==> src/rtl/vdec_pkg.sv <==
// vector decoder package with RVV encodings, instruction formats and control enums
package vdec_pkg;

  // latency from instr_valid to ctrl_valid in cycles
  localparam int PIPE_DEPTH = 3;

  // major opcodes
  localparam logic [6:0] OPC_LOAD_FP  = 7'b0000111;
  localparam logic [6:0] OPC_STORE_FP = 7'b0100111;
  localparam logic [6:0] OPC_VECTOR   = 7'b1010111;

  // funct3 categories of OP-V
  localparam logic [2:0] F3_OPIVV = 3'b000;
  localparam logic [2:0] F3_OPMVV = 3'b010;
  localparam logic [2:0] F3_OPIVI = 3'b011;
  localparam logic [2:0] F3_OPIVX = 3'b100;
  localparam logic [2:0] F3_OPMVX = 3'b110;
  localparam logic [2:0] F3_OPCFG = 3'b111;

  // funct6 of the integer OPI ops
  localparam logic [5:0] F6_VADD   = 6'b000000;
  localparam logic [5:0] F6_VSUB   = 6'b000010;
  localparam logic [5:0] F6_VRSUB  = 6'b000011;
  localparam logic [5:0] F6_VMINU  = 6'b000100;
  localparam logic [5:0] F6_VMIN   = 6'b000101;
  localparam logic [5:0] F6_VMAXU  = 6'b000110;
  localparam logic [5:0] F6_VMAX   = 6'b000111;
  localparam logic [5:0] F6_VAND   = 6'b001001;
  localparam logic [5:0] F6_VOR    = 6'b001010;
  localparam logic [5:0] F6_VXOR   = 6'b001011;
  localparam logic [5:0] F6_VMSEQ  = 6'b011000;
  localparam logic [5:0] F6_VMSNE  = 6'b011001;
  localparam logic [5:0] F6_VMSLTU = 6'b011010;
  localparam logic [5:0] F6_VMSLT  = 6'b011011;
  localparam logic [5:0] F6_VMSLEU = 6'b011100;
  localparam logic [5:0] F6_VMSLE  = 6'b011101;
  localparam logic [5:0] F6_VMSGTU = 6'b011110;
  localparam logic [5:0] F6_VMSGT  = 6'b011111;
  localparam logic [5:0] F6_VSLL   = 6'b100101;
  localparam logic [5:0] F6_VSRL   = 6'b101000;
  localparam logic [5:0] F6_VSRA   = 6'b101001;

  // funct6 of the single-width reductions (OPMVV)
  localparam logic [5:0] F6_VREDSUM  = 6'b000000;
  localparam logic [5:0] F6_VREDAND  = 6'b000001;
  localparam logic [5:0] F6_VREDOR   = 6'b000010;
  localparam logic [5:0] F6_VREDXOR  = 6'b000011;
  localparam logic [5:0] F6_VREDMINU = 6'b000100;
  localparam logic [5:0] F6_VREDMIN  = 6'b000101;
  localparam logic [5:0] F6_VREDMAXU = 6'b000110;
  localparam logic [5:0] F6_VREDMAX  = 6'b000111;

  // memory element widths and addressing mode
  localparam logic [2:0] W_8         = 3'b000;
  localparam logic [2:0] W_16        = 3'b101;
  localparam logic [2:0] W_32        = 3'b110;
  localparam logic [1:0] MOP_STRIDED = 2'b10;

  // legal OPI forms, bit order {vv, vx, vi}
  localparam logic [2:0] FORM_ALL   = 3'b111;
  localparam logic [2:0] FORM_VV_VX = 3'b110;
  localparam logic [2:0] FORM_VX_VI = 3'b011;

  typedef struct packed {
    logic [5:0] funct6;
    logic       vm;
    logic [4:0] vs2;
    logic [4:0] vs1;
    logic [2:0] funct3;
    logic [4:0] vd;
    logic [6:0] opcode;
  } varith_fmt_t;

  typedef struct packed {
    logic [2:0] nf;
    logic       mew;
    logic [1:0] mop;
    logic       vm;
    logic [4:0] rs2;
    logic [4:0] rs1;
    logic [2:0] width;
    logic [4:0] vd;
    logic [6:0] opcode;
  } vmem_fmt_t;

  // same word, arithmetic or load/store view
  typedef union packed {
    varith_fmt_t arith;
    vmem_fmt_t   mem;
  } vinstr_u;

  typedef enum logic [2:0] {
    CL_OPI_VV, CL_OPI_VX, CL_OPI_VI, CL_OPM_VV, CL_CFG, CL_LOAD, CL_STORE, CL_BAD
  } vclass_t;

  typedef enum logic [5:0] {
    OP_VADD, OP_VSUB, OP_VRSUB, OP_VMINU, OP_VMIN, OP_VMAXU, OP_VMAX,
    OP_VAND, OP_VOR, OP_VXOR,
    OP_VMSEQ, OP_VMSNE, OP_VMSLTU, OP_VMSLT, OP_VMSLEU, OP_VMSLE, OP_VMSGTU, OP_VMSGT,
    OP_VSLL, OP_VSRL, OP_VSRA,
    OP_VREDSUM, OP_VREDAND, OP_VREDOR, OP_VREDXOR,
    OP_VREDMINU, OP_VREDMIN, OP_VREDMAXU, OP_VREDMAX,
    OP_VSETVLI, OP_VSETIVLI, OP_VSETVL, OP_LOAD, OP_STORE, OP_BAD
  } vop_t;

  typedef enum logic [1:0] {SRC_V, SRC_X, SRC_I} src_kind_t;

  typedef enum logic [2:0] {FU_NONE, FU_ALU, FU_RED, FU_LOAD, FU_STORE, FU_CFG} fu_t;

  typedef enum logic [3:0] {
    VALU_NONE, VALU_ADD, VALU_SUB, VALU_AND, VALU_OR, VALU_XOR,
    VALU_SLL, VALU_SRL, VALU_SRA, VALU_COMP, VALU_MM
  } aluop_t;

  typedef enum logic [2:0] {VSEQ, VSNE, VSLTU, VSLT, VSLEU, VSLE, VSGTU, VSGT} comp_t;

  typedef enum logic [1:0] {MIN, MINU, MAX, MAXU} minmax_t;

endpackage

==> src/rtl/vdec_field_if.sv <==
// stage 1 to stage 2 bus with the registered instruction word and its class
`timescale 1ns/1ps

interface vdec_field_if import vdec_pkg::*; ();

  // one-cycle strobe per instruction
  logic    valid;
  vinstr_u word;
  vclass_t vclass;

  modport src (
    output valid,
    output word,
    output vclass
  );

  modport dst (
    input valid,
    input word,
    input vclass
  );

endinterface

==> src/rtl/vdec_op_if.sv <==
// stage 2 to stage 3 bus with the decoded operation and operand fields
`timescale 1ns/1ps

interface vdec_op_if import vdec_pkg::*; ();

  logic       valid;
  vop_t       op;
  src_kind_t  rs1_kind;
  // strided load or store, rs2 holds the stride
  logic       strided;
  logic [2:0] mem_width;
  logic [4:0] vs1;
  logic [4:0] vs2;
  logic [4:0] vd;

  modport src (
    output valid, op, rs1_kind, strided, mem_width,
    output vs1, vs2, vd
  );

  modport dst (
    input valid, op, rs1_kind, strided, mem_width,
    input vs1, vs2, vd
  );

endinterface

==> src/rtl/vdec_field_stage.sv <==
// decoder stage 1, registers the instruction and classifies it by opcode and funct3
`timescale 1ns/1ps

module vdec_field_stage import vdec_pkg::*; (
  input  logic        clk,
  input  logic        arst_n,
  input  logic        instr_valid,
  input  logic [31:0] instr,
  vdec_field_if.src   fo
);

  vinstr_u word_in;
  vclass_t cls;
  logic    width_ok;

  assign word_in = instr;

  // only 8/16/32-bit elements are supported
  assign width_ok = word_in.mem.width inside {W_8, W_16, W_32};

  always_comb begin
    cls = CL_BAD;
    case (word_in.arith.opcode)
      OPC_LOAD_FP: begin
        if (width_ok) cls = CL_LOAD;
      end
      OPC_STORE_FP: begin
        if (width_ok) cls = CL_STORE;
      end
      OPC_VECTOR: begin
        case (word_in.arith.funct3)
          F3_OPIVV: cls = CL_OPI_VV;
          F3_OPIVX: cls = CL_OPI_VX;
          F3_OPIVI: cls = CL_OPI_VI;
          F3_OPMVV: cls = CL_OPM_VV;
          F3_OPCFG: cls = CL_CFG;
          // nothing kept in OPMVX
          F3_OPMVX: cls = CL_BAD;
          default:  cls = CL_BAD;
        endcase
      end
      default: cls = CL_BAD;
    endcase
  end

  always_ff @(posedge clk or negedge arst_n) begin
    if (!arst_n) begin
      fo.valid <= 1'b0;
    end else begin
      fo.valid <= instr_valid;
    end
  end

  // word and class hold between strobes
  always_ff @(posedge clk) begin
    if (instr_valid) begin
      fo.word   <= word_in;
      fo.vclass <= cls;
    end
  end

endmodule

==> src/rtl/vdec_op_stage.sv <==
// decoder stage 2, resolves class and funct6 into one operation and the rs1 source
`timescale 1ns/1ps

module vdec_op_stage import vdec_pkg::*; (
  input  logic      clk,
  input  logic      arst_n,
  vdec_field_if.dst fi,
  vdec_op_if.src    oo
);

  logic [5:0] f6;
  // bits 31:30 select the config form
  logic [1:0] cfg_bits;
  vop_t       opi_op;
  vop_t       red_op;
  vop_t       op_d;
  logic [2:0] opi_forms;
  logic [2:0] form_sel;
  src_kind_t  rs1_d;
  logic       is_mem;

  assign f6       = fi.word.arith.funct6;
  assign cfg_bits = fi.word.arith.funct6[5:4];
  assign is_mem   = (fi.vclass == CL_LOAD) || (fi.vclass == CL_STORE);

  always_comb begin
    case (f6)
      F6_VADD:   opi_op = OP_VADD;
      F6_VSUB:   opi_op = OP_VSUB;
      F6_VRSUB:  opi_op = OP_VRSUB;
      F6_VMINU:  opi_op = OP_VMINU;
      F6_VMIN:   opi_op = OP_VMIN;
      F6_VMAXU:  opi_op = OP_VMAXU;
      F6_VMAX:   opi_op = OP_VMAX;
      F6_VAND:   opi_op = OP_VAND;
      F6_VOR:    opi_op = OP_VOR;
      F6_VXOR:   opi_op = OP_VXOR;
      F6_VMSEQ:  opi_op = OP_VMSEQ;
      F6_VMSNE:  opi_op = OP_VMSNE;
      F6_VMSLTU: opi_op = OP_VMSLTU;
      F6_VMSLT:  opi_op = OP_VMSLT;
      F6_VMSLEU: opi_op = OP_VMSLEU;
      F6_VMSLE:  opi_op = OP_VMSLE;
      F6_VMSGTU: opi_op = OP_VMSGTU;
      F6_VMSGT:  opi_op = OP_VMSGT;
      F6_VSLL:   opi_op = OP_VSLL;
      F6_VSRL:   opi_op = OP_VSRL;
      F6_VSRA:   opi_op = OP_VSRA;
      default:   opi_op = OP_BAD;
    endcase
  end

  // forms each OPI op may take
  always_comb begin
    if (f6 inside {F6_VSUB, F6_VMINU, F6_VMIN, F6_VMAXU, F6_VMAX, F6_VMSLTU, F6_VMSLT}) begin
      opi_forms = FORM_VV_VX;
    end else if (f6 inside {F6_VRSUB, F6_VMSGTU, F6_VMSGT}) begin
      opi_forms = FORM_VX_VI;
    end else begin
      opi_forms = FORM_ALL;
    end
  end

  always_comb begin
    case (f6)
      F6_VREDSUM:  red_op = OP_VREDSUM;
      F6_VREDAND:  red_op = OP_VREDAND;
      F6_VREDOR:   red_op = OP_VREDOR;
      F6_VREDXOR:  red_op = OP_VREDXOR;
      F6_VREDMINU: red_op = OP_VREDMINU;
      F6_VREDMIN:  red_op = OP_VREDMIN;
      F6_VREDMAXU: red_op = OP_VREDMAXU;
      F6_VREDMAX:  red_op = OP_VREDMAX;
      default:     red_op = OP_BAD;
    endcase
  end

  always_comb begin
    form_sel = 3'b000;
    op_d     = OP_BAD;
    rs1_d    = SRC_V;
    case (fi.vclass)
      CL_OPI_VV: form_sel = 3'b100;
      CL_OPI_VX: begin
        form_sel = 3'b010;
        rs1_d    = SRC_X;
      end
      CL_OPI_VI: begin
        form_sel = 3'b001;
        rs1_d    = SRC_I;
      end
      CL_OPM_VV: op_d = red_op;
      CL_CFG: begin
        if (!cfg_bits[1]) begin
          op_d  = OP_VSETVLI;
          rs1_d = SRC_X;
        end else if (cfg_bits[0]) begin
          // uimm in the rs1 field
          op_d  = OP_VSETIVLI;
          rs1_d = SRC_I;
        end else begin
          op_d  = OP_VSETVL;
          rs1_d = SRC_X;
        end
      end
      CL_LOAD: begin
        op_d  = OP_LOAD;
        rs1_d = SRC_X;
      end
      CL_STORE: begin
        op_d  = OP_STORE;
        rs1_d = SRC_X;
      end
      default: op_d = OP_BAD;
    endcase
    if (|(opi_forms & form_sel)) op_d = opi_op;
  end

  always_ff @(posedge clk or negedge arst_n) begin
    if (!arst_n) begin
      oo.valid <= 1'b0;
    end else begin
      oo.valid <= fi.valid;
    end
  end

  always_ff @(posedge clk) begin
    if (fi.valid) begin
      oo.op        <= op_d;
      oo.rs1_kind  <= rs1_d;
      oo.strided   <= is_mem && (fi.word.mem.mop == MOP_STRIDED);
      // zero for anything that is not a memory access
      oo.mem_width <= is_mem ? fi.word.mem.width : 3'b000;
      oo.vs1       <= fi.word.arith.vs1;
      oo.vs2       <= fi.word.arith.vs2;
      oo.vd        <= fi.word.arith.vd;
    end
  end

endmodule

==> src/rtl/vdec_ctrl_stage.sv <==
// decoder stage 3, maps the operation onto the registered control outputs
`timescale 1ns/1ps

module vdec_ctrl_stage import vdec_pkg::*; (
  input  logic       clk,
  input  logic       arst_n,
  vdec_op_if.dst     oi,
  output logic       ctrl_valid,
  output logic       illegal,
  output fu_t        fu,
  output aluop_t     aluop,
  output comp_t      comp,
  output minmax_t    minmax,
  output logic       is_signed,
  output src_kind_t  rs1_kind,
  output logic       rs2_is_x,
  output logic       sign_extend,
  output logic       single_bit_op,
  output logic       vreg_wen,
  output logic       xreg_wen,
  output logic [2:0] mem_width,
  output logic [4:0] vs1,
  output logic [4:0] vs2,
  output logic [4:0] vd
);

  fu_t     fu_d;
  aluop_t  aluop_d;
  comp_t   comp_d;
  minmax_t minmax_d;

  always_comb begin
    case (oi.op)
      OP_VADD, OP_VSUB, OP_VRSUB, OP_VMINU, OP_VMIN, OP_VMAXU, OP_VMAX, OP_VAND, OP_VOR,
      OP_VXOR, OP_VMSEQ, OP_VMSNE, OP_VMSLTU, OP_VMSLT, OP_VMSLEU, OP_VMSLE, OP_VMSGTU,
      OP_VMSGT, OP_VSLL, OP_VSRL, OP_VSRA: fu_d = FU_ALU;
      OP_VREDSUM, OP_VREDAND, OP_VREDOR, OP_VREDXOR,
      OP_VREDMINU, OP_VREDMIN, OP_VREDMAXU, OP_VREDMAX: fu_d = FU_RED;
      OP_VSETVLI, OP_VSETIVLI, OP_VSETVL: fu_d = FU_CFG;
      OP_LOAD:  fu_d = FU_LOAD;
      OP_STORE: fu_d = FU_STORE;
      default:  fu_d = FU_NONE;
    endcase
  end

  always_comb begin
    case (oi.op)
      OP_VADD, OP_VREDSUM:  aluop_d = VALU_ADD;
      OP_VSUB, OP_VRSUB:    aluop_d = VALU_SUB;
      OP_VAND, OP_VREDAND:  aluop_d = VALU_AND;
      OP_VOR, OP_VREDOR:    aluop_d = VALU_OR;
      OP_VXOR, OP_VREDXOR:  aluop_d = VALU_XOR;
      OP_VSLL:              aluop_d = VALU_SLL;
      OP_VSRL:              aluop_d = VALU_SRL;
      OP_VSRA:              aluop_d = VALU_SRA;
      OP_VMSEQ, OP_VMSNE, OP_VMSLTU, OP_VMSLT,
      OP_VMSLEU, OP_VMSLE, OP_VMSGTU, OP_VMSGT: aluop_d = VALU_COMP;
      OP_VMINU, OP_VMIN, OP_VMAXU, OP_VMAX,
      OP_VREDMINU, OP_VREDMIN, OP_VREDMAXU, OP_VREDMAX: aluop_d = VALU_MM;
      default:              aluop_d = VALU_NONE;
    endcase
  end

  // sub-codes default to VSEQ and MIN when unused
  always_comb begin
    case (oi.op)
      OP_VMSNE:  comp_d = VSNE;
      OP_VMSLTU: comp_d = VSLTU;
      OP_VMSLT:  comp_d = VSLT;
      OP_VMSLEU: comp_d = VSLEU;
      OP_VMSLE:  comp_d = VSLE;
      OP_VMSGTU: comp_d = VSGTU;
      OP_VMSGT:  comp_d = VSGT;
      default:   comp_d = VSEQ;
    endcase
    case (oi.op)
      OP_VMINU, OP_VREDMINU: minmax_d = MINU;
      OP_VMAX, OP_VREDMAX:   minmax_d = MAX;
      OP_VMAXU, OP_VREDMAXU: minmax_d = MAXU;
      default:               minmax_d = MIN;
    endcase
  end

  always_ff @(posedge clk or negedge arst_n) begin
    if (!arst_n) begin
      ctrl_valid <= 1'b0;
      illegal    <= 1'b0;
      vreg_wen   <= 1'b0;
      xreg_wen   <= 1'b0;
    end else begin
      ctrl_valid <= oi.valid;
      if (oi.valid) begin
        illegal  <= (oi.op == OP_BAD);
        vreg_wen <= fu_d inside {FU_ALU, FU_RED, FU_LOAD};
        xreg_wen <= (fu_d == FU_CFG);
      end
    end
  end

  always_ff @(posedge clk) begin
    if (oi.valid) begin
      fu            <= fu_d;
      aluop         <= aluop_d;
      comp          <= comp_d;
      minmax        <= minmax_d;
      is_signed     <= oi.op inside {OP_VADD, OP_VSUB, OP_VRSUB, OP_VMIN, OP_VMAX, OP_VMSEQ,
                                     OP_VMSNE, OP_VMSLT, OP_VMSLE, OP_VMSGT, OP_VREDSUM,
                                     OP_VREDMIN, OP_VREDMAX};
      // shift amounts and the vsetivli uimm are zero extended
      sign_extend   <= !(oi.op inside {OP_VSLL, OP_VSRL, OP_VSRA, OP_VSETIVLI});
      single_bit_op <= (aluop_d == VALU_COMP);
      rs1_kind      <= oi.rs1_kind;
      rs2_is_x      <= oi.strided;
      mem_width     <= oi.mem_width;
      vs1           <= oi.vs1;
      vs2           <= oi.vs2;
      vd            <= oi.vd;
    end
  end

endmodule

==> src/rtl/vector_decoder.sv <==
// three-stage pipelined RISC-V vector instruction decoder top level
`timescale 1ns/1ps

module vector_decoder import vdec_pkg::*; (
  input  logic        clk,
  input  logic        arst_n,
  input  logic        instr_valid,
  input  logic [31:0] instr,
  output logic        ctrl_valid,
  output logic        illegal,
  output fu_t         fu,
  output aluop_t      aluop,
  output comp_t       comp,
  output minmax_t     minmax,
  output logic        is_signed,
  output src_kind_t   rs1_kind,
  output logic        rs2_is_x,
  output logic        sign_extend,
  output logic        single_bit_op,
  output logic        vreg_wen,
  output logic        xreg_wen,
  output logic [2:0]  mem_width,
  output logic [4:0]  vs1,
  output logic [4:0]  vs2,
  output logic [4:0]  vd
);

  vdec_field_if field_bus ();
  vdec_op_if    op_bus ();

  // classify
  vdec_field_stage i_field_stage (
    .clk         (clk),
    .arst_n      (arst_n),
    .instr_valid (instr_valid),
    .instr       (instr),
    .fo          (field_bus.src)
  );

  // resolve operation
  vdec_op_stage i_op_stage (
    .clk    (clk),
    .arst_n (arst_n),
    .fi     (field_bus.dst),
    .oo     (op_bus.src)
  );

  vdec_ctrl_stage i_ctrl_stage (
    .clk           (clk),
    .arst_n        (arst_n),
    .oi            (op_bus.dst),
    .ctrl_valid    (ctrl_valid),
    .illegal       (illegal),
    .fu            (fu),
    .aluop         (aluop),
    .comp          (comp),
    .minmax        (minmax),
    .is_signed     (is_signed),
    .rs1_kind      (rs1_kind),
    .rs2_is_x      (rs2_is_x),
    .sign_extend   (sign_extend),
    .single_bit_op (single_bit_op),
    .vreg_wen      (vreg_wen),
    .xreg_wen      (xreg_wen),
    .mem_width     (mem_width),
    .vs1           (vs1),
    .vs2           (vs2),
    .vd            (vd)
  );

endmodule

==> config.mk <==
export PLATFORM = sky130hd
export DESIGN_NAME = vector_decoder
export DESIGN_NICKNAME = d
export VERILOG_FILES = /design/src/rtl/vdec_pkg.sv /design/src/rtl/vdec_field_if.sv /design/src/rtl/vdec_op_if.sv /design/src/rtl/vdec_field_stage.sv /design/src/rtl/vdec_op_stage.sv /design/src/rtl/vdec_ctrl_stage.sv /design/src/rtl/vector_decoder.sv
export SDC_FILE = /design/constraint.sdc
export NUM_CORES = 1
export LEC_CHECK = 0
export BUFFER_PORTS_ARGS = -buffer_cell sky130_fd_sc_hd__buf_2
export CAP_MARGIN = 20
export CELL_PAD_IN_SITES_DETAIL_PLACEMENT = 0
export CELL_PAD_IN_SITES_GLOBAL_PLACEMENT = 1
export CORE_UTILIZATION = 41
export DETAILED_ROUTE_END_ITERATION = 8
export PLACE_DENSITY = 0.83
export SLEW_MARGIN = 40
export SYNTH_ARGS = -nofsm -noshare
export SYNTH_HDL_FRONTEND = slang
export SYNTH_HIERARCHICAL = 1
export SYNTH_SLANG_ARGS = --single-unit
==> constraint.sdc <==
create_clock -name clk -period 2 [get_ports clk]
set_input_delay 0.4 -clock clk [delete_from_list [all_inputs] [get_ports clk]]
set_output_delay 0.4 -clock clk [all_outputs]
set_load 0.01 [all_outputs]
==> impl_metrics.py <==
metrics = {
    "worst_setup_path": {
        "r2r_cells": 7,
        "critPathSlowestCell": "edfxtp_1",
        "path_class": "reg2reg",
        "worstPathArrival_ps": 2090,
        "path_cells": "buf_6, ha_4, nor3b_4, nor4_2, o31a_1, a31oi_4, o22ai_1",
        "start_kind": "register",
        "crit_required_ps": 2080,
        "slowest_delay_ps": 450,
        "end_kind": "register",
        "cp_max_fo": 6,
    },
    "routing": {
        "drtAntennaViolNets": 0,
        "drt-vias-per-instance": 4.98,
        "wl_um": 7690,
        "drc_errors": 0,
        "drtIter0Drc": 109,
        "via_count": 2803,
        "detail_route.wl_per_cell_um": 13.7,
        "firstDrtPassIters": 4,
    },
    "placed_design": {
        "port_buffers": 73,
        "dp_cells": 542,
        "routabilityCongestion": 0.822,
        "dpl-instance-area_mm2": 0.00503,
        "hpwl_um": 5560,
    },
    "synthesis": {
        "netlist_area_mm2": 0.00435,
        "syn-num-nets": 372,
        "synth_cells": 320,
        "yosysWarnings": 6,
        "avgSynthCellArea_um2": 13.6,
    },
    "finish": {
        "area_delta_synth_final_pct": 22.6,
        "diodes": 0,
        "final_core_utilization_pct": 51.7,
        "drive_gt1_share_pct": 34.4,
        "design_area_mm2": 0.00534,
        "nNetsFinal": 474,
        "final_cells": 563,
    },
    "floorplan": {
        "dieArea_mm2": 0.0110,
        "start_util_pct": 42.2,
        "die_y_um": 105,
        "io_pins": 75,
        "die_width_um": 105,
        "coreArea_mm2": 0.0103,
        "rows": 37,
    },
    "global_routing": {
        "antenna_found_initial": 0,
        "track_usage_pct": 14.4,
        "grt_pass1_vias": 2699,
        "grt-ovfl-total": 0,
        "grt_max_degree": 29,
        "grt_pass1_wl_um": 12500,
    },
    "timing": {
        "drv_slew": 0,
        "worst_pin_slew_ps": 625,
        "fin_crit_sh_pct": 100,
        "hold_viol_final": 0,
        "fin_crit_ps": 2000,
        "rsz0062_at_grt": "yes",
        "setup_viol": 1,
        "fmax_ghz": 0.499,
        "setup_ws_ps": -4.79,
        "fin_skew_ps": 11.5,
        "slew_headroom_pct": 58.3,
    },
    "clocking": {
        "cts_tree": "yes",
        "ctsHtreeMaxLevel": 3,
        "clock_sinks": 96,
        "path_clk_slew_ps": 100,
        "cts-root-buf": "clkbuf_8",
        "clk_latency_ps": 350,
        "clk_path_buf_depth": 2,
        "cts-buffers-inserted": 9,
    },
    "hold_path": {
        "min_path_type": "in2reg",
        "hold_path_depth": 1,
    },
    "run": {
        "drv_cap": 0,
    },
    "pwr": {
        "cellPowerDensity_mw_per_mm2": 792,
        "leakagePower_nw": 2.08,
        "ir_drop_mv": 0.516,
        "finalPower_mw": 4.22,
    },
    "status": {
        "violations": "negative setup slack",
        "run_status": "finished with violations",
    },
}
[stage by stage]
stage / hold WS [ps] / setup slack (ps) / TNS, ps
2_1_floorplan: 104 / 4.93 / 0
3_3_place_gp: 229 / -39.5 / -39.5
3_5_place_dp: 231 / -103 / -118
4_1_cts: 203 / -25.7 / -42.8
5_1_grt: 191 / -76.9 / -365
6_report: 225 / -4.79 / -4.79
[what timing repair did]
item,CTS,global route
endpoints found under the setup margin,3,9
hold buffers,1,0
hold endpoints to repair,6,0
setup buffers,2,2
gates resized for setup,3,16
pin swaps,1,7
[layout make-up]
| type | instances | area, µm² |
|---|---|---|
| Clock buffer | 9 | 124 |
| Clock inverter | 7 | 62.6 |
| Fill cell | 863 | 4990 |
| Inverter | 9 | 33.8 |
| Multi-Input combinational cell | 201 | 1470 |
| Sequential cell | 96 | 2850 |
| Tap cell | 136 | 170 |
| Timing Repair Buffer | 105 | 624 |
[where the power goes]
| group | total, mW | switching (mW) | internal (mW) | leakage (nW) |
|---|---|---|---|---|
| Clock | 1.15 | 0.679 | 0.475 | 0.0859 |
| Combinational | 0.636 | 0.358 | 0.278 | 1.02 |
| Sequential | 2.43 | 0.0670 | 2.37 | 0.975 |
| Total | 4.22 | 1.10 | 3.12 | 2.08 |
[worst max-delay path: cells and delay by family (launching register included)]
family | cells | cell delay [ps]
adders and majority gates | 1 | 160
DFF | 1 | 450
buffers and inverters | 1 | 160
and+or+nand+nor | 2 | 260
AOI/OAI and AO/OA | 3 | 730
[state kept, by name (all words and copies together) (netlist names), 4 cells and up]
register / count
i_ctrl_stage/vs1: 5
i_field_stage/fo.word: 24
i_op_stage/oo.vs2: 5
i_ctrl_stage/aluop: 4
i_op_stage/oo.vs1: 5
i_op_stage/oo.op: 6
i_ctrl_stage/vs2: 5
i_ctrl_stage/vd: 5
i_op_stage/oo.vd: 5
[cells in the final DEF (no fill, tap or decap), drive strengths merged, types with 3 or more instances in the layout]
master	count
buf	104
edfxtp	90
nor2	24
nand2	20
a21oi	20
ha	17
o21ai	17
inv	11
nand2b	10
clkbuf	9
nor2b	9
nand3	8
dfrtp	6
and3	5
nor3	5
a31oi	4
a211oi	4
nor3b	4
clkinvlp	3
mux2i	3
o22ai	3
a311oi	3
o31ai	3
o221ai	3
[metal layers]
layer	GRT usage, %	wire, µm	vias up
met5	0	0	-
met4	6.14	117	0
met3	3.99	261	10
met2	25.0	3950	69
met1	16.7	3360	1307
li1	-	-	1417
[worst paths after layout]
check	start	endpoint	slack, ps
max	i_field_stage/fo.word[26]	i_op_stage/oo.op[0]	-5
min	instr[8]	i_field_stage/fo.word[8]	220
max reg2reg	i_field_stage/fo.word[26]	i_op_stage/oo.op[0]	-5
min reg2reg	i_op_stage/oo.strided	i_ctrl_stage/rs2_is_x	420
max in group asynchronous	arst_n	i_op_stage/oo.valid	1460
min in group asynchronous	arst_n	i_ctrl_stage/illegal	400
Note: power is estimated with default switching activity, not from simulation.
